--- src/source/video_defs.svh ---
`ifndef VIDEO_DEFS_SVH
`define VIDEO_DEFS_SVH

// horizontal timing in clocks is kept small for simulation.
`define VID_H_FP    32'd4
`define VID_H_BP    32'd6
`define VID_H_SYNC  32'd3
`define VID_H_ACT   32'd16

// vertical timing in lines.
`define VID_V_FP    32'd1
`define VID_V_BP    32'd2
`define VID_V_SYNC  32'd1
`define VID_V_ACT   32'd4

// active coordinate widths.
`define VID_X_BITS  11
`define VID_Y_BITS  10

// pixel buffer depth.
`define VID_FIFO_DEPTH  32

`endif

--- src/source/video_pkg.sv ---
package video_pkg;

    // camera pixel with red in the low bits.
    typedef struct packed {
        logic [4:0] b;
        logic [5:0] g;
        logic [4:0] r;
    } rgb565_t;

    // display colour with red in the top byte.
    typedef struct packed {
        logic [7:0] r;
        logic [7:0] g;
        logic [7:0] b;
    } rgb888_t;

    // widen each channel by padding zero lsbs.
    function automatic rgb888_t rgb565_to_888(rgb565_t p);
        rgb888_t c;
        c.r = {p.r, 3'b000};
        c.g = {p.g, 2'b00};
        c.b = {p.b, 3'b000};
        return c;
    endfunction

endpackage : video_pkg
--- src/source/cam_capture.sv ---
`timescale 1ns/10ps

module cam_capture (
    input  logic               clk,
    input  logic               rstn,
    input  logic               i_cam_vsync,
    input  logic               i_cam_href,
    input  video_pkg::rgb565_t i_cam_data,
    output logic               o_wr_en,
    output video_pkg::rgb565_t o_wr_data,
    output logic               o_frame_start
);

    logic vsync_d;
    logic armed;

    // rising edge of the camera frame strobe.
    assign o_frame_start = i_cam_vsync & ~vsync_d;

    always_ff @(posedge clk or negedge rstn) begin
        if (~rstn) begin
            vsync_d <= 1'b0;
            armed   <= 1'b0;
        end else begin
            vsync_d <= i_cam_vsync;
            if (o_frame_start) begin
                armed <= 1'b1;            // stays set so the partial first frame is skipped.
            end
        end
    end

    // one write per pixel while the line is valid
    always_ff @(posedge clk or negedge rstn) begin
        if (~rstn) begin
            o_wr_en <= 1'b0;
        end else begin
            o_wr_en <= armed & i_cam_href;
        end
    end

    always_ff @(posedge clk) begin
        o_wr_data <= i_cam_data;          // qualified by o_wr_en.
    end

endmodule : cam_capture

--- src/source/cam_to_hdmi_top.sv ---
`timescale 1ns/10ps
`include "video_defs.svh"

module cam_to_hdmi_top #(
    localparam int PACK_W = 4 + 24 + `VID_X_BITS + `VID_Y_BITS
) (
    input  logic               clk,
    input  logic               rstn,
    input  logic               i_cam_vsync,
    input  logic               i_cam_href,
    input  video_pkg::rgb565_t i_cam_data,
    output logic [PACK_W-1:0]  o_pack,
    output logic               o_overflow,
    output logic               o_underflow
);

    import video_pkg::*;

    logic    wr_en;
    rgb565_t wr_data;
    logic    rd_en;
    rgb565_t rd_data;
    logic    frame_start;

    cam_capture u_cam_capture (
        .clk          (clk),
        .rstn         (rstn),
        .i_cam_vsync  (i_cam_vsync),
        .i_cam_href   (i_cam_href),
        .i_cam_data   (i_cam_data),
        .o_wr_en      (wr_en),
        .o_wr_data    (wr_data),
        .o_frame_start(frame_start)
    );

    pixel_fifo #(
        .DEPTH(`VID_FIFO_DEPTH)
    ) u_pixel_fifo (
        .clk        (clk),
        .rstn       (rstn),
        .i_wr_en    (wr_en),
        .i_wr_data  (wr_data),
        .i_rd_en    (rd_en),
        .o_rd_data  (rd_data),
        .o_empty    (),
        .o_full     (),
        .o_overflow (o_overflow),
        .o_underflow(o_underflow)
    );

    hdmi_display #(
        .H_FP  (`VID_H_FP),
        .H_BP  (`VID_H_BP),
        .H_SYNC(`VID_H_SYNC),
        .H_ACT (`VID_H_ACT),
        .V_FP  (`VID_V_FP),
        .V_BP  (`VID_V_BP),
        .V_SYNC(`VID_V_SYNC),
        .V_ACT (`VID_V_ACT)
    ) u_hdmi_display (
        .clk          (clk),
        .rstn         (rstn),
        .i_frame_start(frame_start),
        .i_rd_data    (rd_data),
        .o_rd_en      (rd_en),
        .o_pack       (o_pack)
    );

endmodule : cam_to_hdmi_top

--- src/source/hdmi_display.sv ---
`timescale 1ns/10ps
`include "video_defs.svh"

module hdmi_display #(
    parameter int H_FP   = `VID_H_FP,
    parameter int H_BP   = `VID_H_BP,
    parameter int H_SYNC = `VID_H_SYNC,
    parameter int H_ACT  = `VID_H_ACT,
    parameter int V_FP   = `VID_V_FP,
    parameter int V_BP   = `VID_V_BP,
    parameter int V_SYNC = `VID_V_SYNC,
    parameter int V_ACT  = `VID_V_ACT,
    localparam int PACK_W = 4 + 24 + `VID_X_BITS + `VID_Y_BITS
) (
    input  logic               clk,
    input  logic               rstn,
    input  logic               i_frame_start,
    input  video_pkg::rgb565_t i_rd_data,
    output logic               o_rd_en,
    output logic [PACK_W-1:0]  o_pack
);

    import video_pkg::*;

    logic                   run;
    logic                   vsync;
    logic                   hsync;
    logic                   de;
    logic [`VID_X_BITS-1:0] x;
    logic [`VID_Y_BITS-1:0] y;
    logic                   first;
    rgb888_t                colour;

    // display timing begins on the first camera frame and never stops.
    always_ff @(posedge clk or negedge rstn) begin
        if (~rstn) begin
            run <= 1'b0;
        end else if (i_frame_start) begin
            run <= 1'b1;
        end
    end

    sync_vg #(
        .H_FP  (H_FP),
        .H_BP  (H_BP),
        .H_SYNC(H_SYNC),
        .H_ACT (H_ACT),
        .V_FP  (V_FP),
        .V_BP  (V_BP),
        .V_SYNC(V_SYNC),
        .V_ACT (V_ACT),
        .X_BITS(`VID_X_BITS),
        .Y_BITS(`VID_Y_BITS)
    ) u_sync_vg (
        .clk    (clk),
        .rstn   (rstn),
        .i_run  (run),
        .o_vsync(vsync),
        .o_hsync(hsync),
        .o_de   (de),
        .o_x    (x),
        .o_y    (y)
    );

    assign o_rd_en = de;                  // one pixel per active clock.
    assign colour  = rgb565_to_888(i_rd_data);
    assign first   = de && (x == '0) && (y == '0);

    always_ff @(posedge clk or negedge rstn) begin
        if (~rstn) begin
            o_pack <= '0;
        end else begin
            o_pack <= {vsync, hsync, de, first, colour, x, y};
        end
    end

endmodule : hdmi_display

--- src/source/pixel_fifo.sv ---
`timescale 1ns/10ps
`include "video_defs.svh"

module pixel_fifo #(
    parameter int DEPTH = `VID_FIFO_DEPTH
) (
    input  logic               clk,
    input  logic               rstn,
    input  logic               i_wr_en,
    input  video_pkg::rgb565_t i_wr_data,
    input  logic               i_rd_en,
    output video_pkg::rgb565_t o_rd_data,
    output logic               o_empty,
    output logic               o_full,
    output logic               o_overflow,
    output logic               o_underflow
);

    import video_pkg::*;

    localparam int AW = (DEPTH > 1) ? $clog2(DEPTH) : 1;

    rgb565_t        mem [DEPTH];
    logic [AW-1:0]  wr_ptr;
    logic [AW-1:0]  rd_ptr;
    logic [AW:0]    count;
    logic           wr_ok;
    logic           rd_ok;

    assign o_empty = (count == '0);
    assign o_full  = (count == (AW+1)'(DEPTH));

    assign wr_ok = i_wr_en & ~o_full;     // a write into a full buffer is lost.
    assign rd_ok = i_rd_en & ~o_empty;

    // head is shown as soon as it is stored; nothing valid reads as black.
    assign o_rd_data = o_empty ? rgb565_t'('0) : mem[rd_ptr];

    always_ff @(posedge clk) begin
        if (wr_ok) begin
            mem[wr_ptr] <= i_wr_data;
        end
    end

    always_ff @(posedge clk or negedge rstn) begin
        if (~rstn) begin
            wr_ptr      <= '0;
            rd_ptr      <= '0;
            count       <= '0;
            o_overflow  <= 1'b0;
            o_underflow <= 1'b0;
        end else begin
            if (wr_ok) begin
                wr_ptr <= (wr_ptr == AW'(DEPTH - 1)) ? '0 : wr_ptr + 1'b1;
            end
            if (rd_ok) begin
                rd_ptr <= (rd_ptr == AW'(DEPTH - 1)) ? '0 : rd_ptr + 1'b1;
            end
            case ({wr_ok, rd_ok})
                2'b10:   count <= count + 1'b1;
                2'b01:   count <= count - 1'b1;
                default: count <= count;
            endcase
            if (i_wr_en && o_full) begin
                o_overflow <= 1'b1;       // sticky until reset.
            end
            if (i_rd_en && o_empty) begin
                o_underflow <= 1'b1;      // sticky until reset.
            end
        end
    end

endmodule : pixel_fifo

--- src/source/sync_vg.sv ---
`timescale 1ns/10ps
`include "video_defs.svh"

module sync_vg #(
    parameter int H_FP   = `VID_H_FP,
    parameter int H_BP   = `VID_H_BP,
    parameter int H_SYNC = `VID_H_SYNC,
    parameter int H_ACT  = `VID_H_ACT,
    parameter int V_FP   = `VID_V_FP,
    parameter int V_BP   = `VID_V_BP,
    parameter int V_SYNC = `VID_V_SYNC,
    parameter int V_ACT  = `VID_V_ACT,
    parameter int X_BITS = `VID_X_BITS,
    parameter int Y_BITS = `VID_Y_BITS
) (
    input  logic              clk,
    input  logic              rstn,
    input  logic              i_run,
    output logic              o_vsync,
    output logic              o_hsync,
    output logic              o_de,
    output logic [X_BITS-1:0] o_x,
    output logic [Y_BITS-1:0] o_y
);

    localparam int H_TOTAL = H_SYNC + H_BP + H_ACT + H_FP;
    localparam int V_TOTAL = V_SYNC + V_BP + V_ACT + V_FP;
    localparam int H_START = H_SYNC + H_BP;      // first active clock of a line.
    localparam int V_START = V_SYNC + V_BP;      // first active line of a frame.
    localparam int HW      = $clog2(H_TOTAL);
    localparam int VW      = $clog2(V_TOTAL);

    logic [HW-1:0] h_cnt;
    logic [VW-1:0] v_cnt;
    logic          h_end;
    logic          v_end;
    logic          h_act;
    logic          v_act;
    logic          de_next;

    assign h_end = (h_cnt == HW'(H_TOTAL - 1));
    assign v_end = (v_cnt == VW'(V_TOTAL - 1));

    // each line runs sync, back porch, active and front porch.
    always_ff @(posedge clk or negedge rstn) begin
        if (~rstn) begin
            h_cnt <= '0;
            v_cnt <= '0;
        end else if (~i_run) begin
            h_cnt <= '0;
            v_cnt <= '0;
        end else if (h_end) begin
            h_cnt <= '0;
            v_cnt <= v_end ? '0 : v_cnt + 1'b1;
        end else begin
            h_cnt <= h_cnt + 1'b1;
        end
    end

    assign h_act   = (h_cnt >= HW'(H_START)) && (h_cnt < HW'(H_START + H_ACT));
    assign v_act   = (v_cnt >= VW'(V_START)) && (v_cnt < VW'(V_START + V_ACT));
    assign de_next = i_run & h_act & v_act;

    // outputs held low until the generator is running.
    always_ff @(posedge clk or negedge rstn) begin
        if (~rstn) begin
            o_vsync <= 1'b0;
            o_hsync <= 1'b0;
            o_de    <= 1'b0;
            o_x     <= '0;
            o_y     <= '0;
        end else begin
            o_vsync <= i_run & (v_cnt < VW'(V_SYNC));
            o_hsync <= i_run & (h_cnt < HW'(H_SYNC));
            o_de    <= de_next;
            if (de_next) begin
                o_x <= X_BITS'(h_cnt - HW'(H_START));
                o_y <= Y_BITS'(v_cnt - VW'(V_START));
            end else begin
                o_x <= '0;
                o_y <= '0;
            end
        end
    end

endmodule : sync_vg

--- config.mk ---
export PLATFORM = sky130hd
export DESIGN_NAME = cam_to_hdmi_top
export DESIGN_NICKNAME = d
export VERILOG_FILES = /design/src/source/video_pkg.sv /design/src/source/cam_capture.sv /design/src/source/cam_to_hdmi_top.sv /design/src/source/hdmi_display.sv /design/src/source/pixel_fifo.sv /design/src/source/sync_vg.sv
export VERILOG_INCLUDE_DIRS = /design/src /design/src/source
export SDC_FILE = /design/constraint.sdc
export NUM_CORES = 1
export LEC_CHECK = 0
export BUFFER_PORTS_ARGS = -buffer_cell sky130_fd_sc_hd__buf_2
export CAP_MARGIN = 0
export CORE_MARGIN = 4
export CORE_UTILIZATION = 40
export CTS_CLUSTER_SIZE = 16
export DETAILED_ROUTE_END_ITERATION = 16
export RECOVER_POWER = 100
export SLEW_MARGIN = 5
export SYNTH_ARGS = -nofsm -noshare
export SYNTH_HDL_FRONTEND = slang
export SYNTH_SLANG_ARGS = --single-unit
--- constraint.sdc ---
create_clock -name clk -period 7.25 [get_ports clk]
set_clock_uncertainty 0.05 [all_clocks]
set_input_delay 0.725 -clock clk [delete_from_list [all_inputs] [get_ports clk]]
set_output_delay 0.725 -clock clk [all_outputs]
set_load 0.01 [all_outputs]
==> impl_metrics.ini, run 1 <==
[outcome]
status = finished with violations
violations = max-capacitance violations, max-slew violations

[floorplan]
die_w_um = 248
die-area_um2 = 61500
fp.dieH_um = 248
core.rowCount = 87
io_pins = 71
initial_core_util_pct = 40.6
coreArea_um2 = 56700

[synth]
synth_top_cell_area_share_pct = 66.7
synth_area_um2 = 23000
seq_area_frac_synth_pct = 75.9
synth_top_area_cell = edfxtp_1
synth_ff_type = edfxtp_1
yosys-top-cells-count = 512 x edfxtp_1, 96 x mux4_2, 72 x dfrtp_1
postSynthAreaPerCell_um2 = 19.8
ys_warn_count = 0
ys_top_cells_by_area = edfxtp_1 67%, mux4_2 9.4%, dfrtp_1 7.8%
yosysMostFrequentCell = edfxtp_1
syn_inst = 1162
synth_edf_count = 512
ys_types = 57
synthArstFlopShare_pct = 12.0
yosys_register_bits = 600

[timing]
rsz0062_at_grt = no
tightest_slew_ps = 3020
finalMaxSlewViolations = 271
finalCritPeriodShare_pct = 67.4
fmax_ghz = 0.205
tns_ps = 0
hold_viol = 0
slew_headroom_pct = -103
timing.hold.ws_ps = 148
setup_viol = 0
post-route-min-period_ps = 4890

[detailed_routing]
ant_nets = 0
drc_errors = 0
vias = 11200
drtIter0Drc = 919
first_pass_iters = 5
drt_wl_total_mm = 50.6
viasPerCell = 5.43
routedWlPerCell_um = 24.6

[pwr]
p_per_area_nw_per_um2 = 332
vdd_drop_max_mv = 0.278
power_mw = 8.55
leakage_nw = 8.29

[global_route]
grt_usage_pct = 16.7
grt_antenna_before_repair = 2
met3_usage_pct = 2.65
grt-ovfl-total = 0
grt_pass1_vias = 11200
busiest_layer = met2
grt_pass1_wl_mm = 75.8
met2_usage_pct = 26.5
use_met1_pct = 24.4
grt_max_degree = 137

[critical_path]
cp-end-kind = flip-flop
slowest_delay_ps = 1970
cp.required_ps = 7570
critical_path_class = flip-flop to flip-flop
cp.arrival_ps = 5200
crit_chain = clkbuf_4, mux4_2, a22o_1, a2111oi_0, a211oi_1
worstSetupStartpointType = flip-flop
critical-path-slowest-cell = clkbuf_4
worst-path-max-fanout = 136

[clock_tree]
cts_made_buffers = 59
clkSinkCount = 600
clk_latency_ps = 620
hold_buffers = 0
ctsLongestPathBuffers = 3
cts-root-buf = clkbuf_16
ctsResizeCount = 0
cts_tree = built
post_cts_buffers = 0
cts.clk_slew.worst_paths_ps = 60
htreeDepth = 2

[final_layout]
diodes = 0
drive_gt1_share_pct = 17.7
final_util_pct = 45.4
fin_nets = 1290
synthToLayoutAreaGrowth_pct = 11.8

[run]
cap_violations = 6

[placed_design]
port_buffers = 62
dp_hpwl_mm = 29.8
gp_congestion = 0.763

[min_path]
hold_class = primary input to flip-flop
layout by cell type (no fill, tap or decap), types with 7 or more instances in the layout:
master,count
o21ai_0,10
inv_1,13
a22oi_1,16
a22o_1,15
nor3_1,7
mux4_2,96
clkbuf_16,59
nand3_1,8
clkinv_1,7
clkbuf_1,99
conb_1,8
a211oi_1,17
a21oi_1,23
ha_1,17
nand2_1,19
buf_2,16
dfxtp_1,16
edfxtp_1,512
o22ai_1,16
buf_4,9
nor2_1,50
clkinv_2,12
dfrtp_1,69
mux2i_1,69
a2111oi_0,9
o221ai_1,15
critical path, delay by kind of cell (launching register included):
kind                   cells  cell delay (ps)
buffers and inverters      1             1970
AO/OA/AOI/OAI              3              790
multiplexers               1              700
flip-flops                 1              780
per-stage QoR:
step	area (µm²)	setup WS (ps)	cells
after floorplan	23100	4310	1169
after global placement	24200	3880	1948
after detailed placement	24200	3940	1948
after CTS	26000	3940	2059
after global routing	25800	1920	2059
final	25800	2360	2059
where the power goes:
part | internal, mW | leakage (nW) | switching (mW) | total [mW]
Combinational | 0.648 | 1.73 | 0.705 | 1.35
Clock | 1.67 | 0.913 | 1.27 | 2.94
Sequential | 4.01 | 5.66 | 0.245 | 4.26
Total | 6.33 | 8.29 | 2.22 | 8.55
worst paths after layout:
kind	from	to	slack, ps	cells after the start
worst max-delay path	u_pixel_fifo.rd_ptr[0]	u_hdmi_display.o_pack[31]	2360	5
worst min-delay path	i_cam_data[8]	u_cam_capture.o_wr_data[8]	150	1
worst max register to register	u_pixel_fifo.rd_ptr[0]	u_hdmi_display.o_pack[31]	2360	5
worst min register to register	u_hdmi_display.u_sync_vg.o_hsync	u_hdmi_display.o_pack[47]	300	0
max in group asynchronous	rstn	u_pixel_fifo.rd_ptr[2]	6180	1
min in group asynchronous	rstn	u_hdmi_display.o_pack[11]	230	1
cells by family after synthesis:
family / count (synthesis) / share of synthesized area (%)
AO/OA/AOI/OAI: 144 / 4.93
XOR/XNOR: 12 / 0.456
other: 1 / 0.0163
AND/OR/NAND/NOR: 122 / 2.62
adder cells (fa/ha/maj): 17 / 0.923
flip-flops: 600 / 75.9
buffers and inverters: 97 / 2.57
multiplexers: 169 / 12.6
routing by layer:
metal,wire length [µm],part of all wire (%),vias to the layer above
li1,-,-,4868
met4,898,1.8,2
met2,24500,48,286
met5,13,0.026,-
met3,2200,4.4,67
met1,22900,45,5954
flip-flops by register name (all words and copies together) (netlist names), 3 cells and up:
register,count
u_hdmi_display.u_sync_vg.o_y,4
u_pixel_fifo.mem,512
u_cam_capture.o_wr_data,16
u_hdmi_display.o_pack,30
u_hdmi_display.u_sync_vg.o_x,6
u_pixel_fifo.wr_ptr,5
u_hdmi_display.u_sync_vg.v_cnt,3
u_pixel_fifo.count,6
u_pixel_fifo.rd_ptr,5
u_hdmi_display.u_sync_vg.h_cnt,5
cell type report:
| type | instances | area [µm²] |
|---|---|---|
| clock inverter | 27 | 250 |
| inverter | 15 | 57.6 |
| timing repair buffer | 105 | 452 |
| tap | 756 | 946 |
| clock buffer | 84 | 1620 |
| multi-input combinational | 472 | 4930 |
| sequential | 600 | 17500 |
| fill | 4788 | 30900 |
No activity file was read; power rests on OpenSTA's default activity.
==> inputs of run 2 (changes only) <==
Clock period 7.25 ns to 4.88 ns, I/O delays scaled along.
==> impl_metrics.ini, run 2 (synthesized netlist as in run 1, its figures left out) <==
[outcome]
status = finished with violations
violations = max-capacitance violations, max-slew violations

[floorplan]
io_pins = 71
fp.dieH_um = 248
coreArea_um2 = 56700
die-area_um2 = 61500
die_w_um = 248
core.rowCount = 87
initial_core_util_pct = 40.6

[global_route]
grt_max_degree = 73
grt_pass1_wl_mm = 75.9
grt-ovfl-total = 0
grt_antenna_before_repair = 2
grt_usage_pct = 16.9
grt_pass1_vias = 11200

[final_layout]
multi_input_area_um2 = 4950
top_regs = u_pixel_fifo.mem: 512 flops, u_hdmi_display.o_pack: 30 flops, u_cam_capture.o_wr_data: 16 flops
regArea_um2 = 17500
regMostFlops = u_pixel_fifo.mem
diodes = 0
final_util_pct = 45.9
largest_reg_flops = 512
final_common_cell = edfxtp_1
synthToLayoutAreaGrowth_pct = 13.0
drive_gt1_share_pct = 18.4
nFillCells = 4788
mostFrequentLayoutCells = 512 x edfxtp_1, 96 x mux4_2, 93 x clkbuf_1
fin_nets = 1322

[clock_tree]
clkSinkCount = 600
cts.clk_slew.worst_paths_ps = 60
post_cts_buffers = 0
cts_made_buffers = 59
clk_latency_ps = 610
ctsResizeCount = 0
cts-root-buf = clkbuf_16
ctsLongestPathBuffers = 3
hold_buffers = 17
cts_tree = built
htreeDepth = 2

[critical_path]
critical_path_class = flip-flop to flip-flop
cpMostUsedCell = nor2_1
slowest_delay_ps = 870
cp.arrival_ps = 4070
crit_chain = or4_1, nor2_1, a21boi_0, nand2_1, nor2_1, clkbuf_1
cp-end-kind = flip-flop
critical-path-slowest-cell = clkbuf_1
cp.required_ps = 5060
worst-path-max-fanout = 16
worstSetupStartpointType = flip-flop

[timing]
slew_headroom_pct = -31.4
finalMaxSlewViolations = 594
fmax_ghz = 0.257
setup_viol = 0
tightest_slew_ps = 1970
finalCritPeriodShare_pct = 79.7
post-route-min-period_ps = 3890
hold_viol = 0
tns_ps = 0
rsz0062_at_grt = no

[placed_design]
gp_congestion = 0.792
dp_hpwl_mm = 31.0
port_buffers = 62

[detailed_routing]
drt_wl_total_mm = 51.8
routedWlPerCell_um = 24.8
first_pass_iters = 6
drc_errors = 0
vias = 11200
ant_nets = 0
drtIter0Drc = 968
viasPerCell = 5.36

[run]
cap_violations = 17

[pwr]
vdd_drop_max_mv = 0.326
p_per_area_nw_per_um2 = 484
leakage_nw = 8.44

[min_path]
hold_class = primary input to flip-flop
-- run 2: cell types whose count changed in the layout (fill, tap and decap cells not counted), sizes merged --
cell,before,now
clkbuf,164,154
inv,15,17
buf,25,42
dlygate4sd3,0,17
clkinv,21,29
clkinvlp,3,2
-- run 2: final timing paths --
path / start / end / slack [ps] / depth (start not counted)
worst min register to register: u_hdmi_display.u_sync_vg.o_hsync / u_hdmi_display.o_pack[47] / 300 / 0
worst max-delay path: u_pixel_fifo.count[2] / u_pixel_fifo.mem[29][5] / 990 / 6
worst min-delay path: i_cam_href / u_cam_capture.o_wr_en / 70 / 2
max in group asynchronous: rstn / u_pixel_fifo.rd_ptr[2] / 2980 / 1
worst max register to register: u_pixel_fifo.count[2] / u_pixel_fifo.mem[29][5] / 990 / 6
min in group asynchronous: rstn / u_hdmi_display.o_pack[12] / 380 / 1
-- run 2: per-stage QoR --
stage | hold WS, ps | power [mW] | setup WS (ps) | instances | cell area [µm²]
after CTS | 12.2 | 12.8 | 1770 | 2092 | 26300
after floorplan | 142 | 7.93 | 1940 | 1169 | 23100
final | 72.7 | 12.6 | 988 | 2092 | 26000
after global placement | 285 | 8.47 | 1790 | 1963 | 24300
after detailed placement | 294 | 8.49 | 1790 | 1963 | 24300
after global routing | 37.1 | 13.2 | 780 | 2092 | 26000
-- run 2: layer usage --
layer	GRT usage (%)	part of all wire, %
met3	3.08	5.7
met2	26.7	47
met4	5.41	3.0
met5	0	0
met1	24.1	44
-- run 2: cell type report --
type / count / share of cell area (%)
clock buffers: 76 / 6.00
clock inverters: 36 / 1.00
inverters: 15 / 0.235
multi-input cells: 472 / 19.0
flip-flops and latches: 600 / 67.2
well taps: 756 / 3.63
repair buffers: 137 / 2.88
-- run 2: worst max-delay path, delay by kind of cell (launching register included) --
kind                   cells  cell delay, ps
and+or+nand+nor            4            1240
buffers and inverters      1             870
AOI/OAI and AO/OA          1             830
DFF                        1             510
-- run 2: report_power, final --
part	internal, mW	switching [mW]	leakage (nW)
registers	5.96	0.356	5.66
clock network	2.42	1.87	0.887
logic	0.916	1.09	1.90
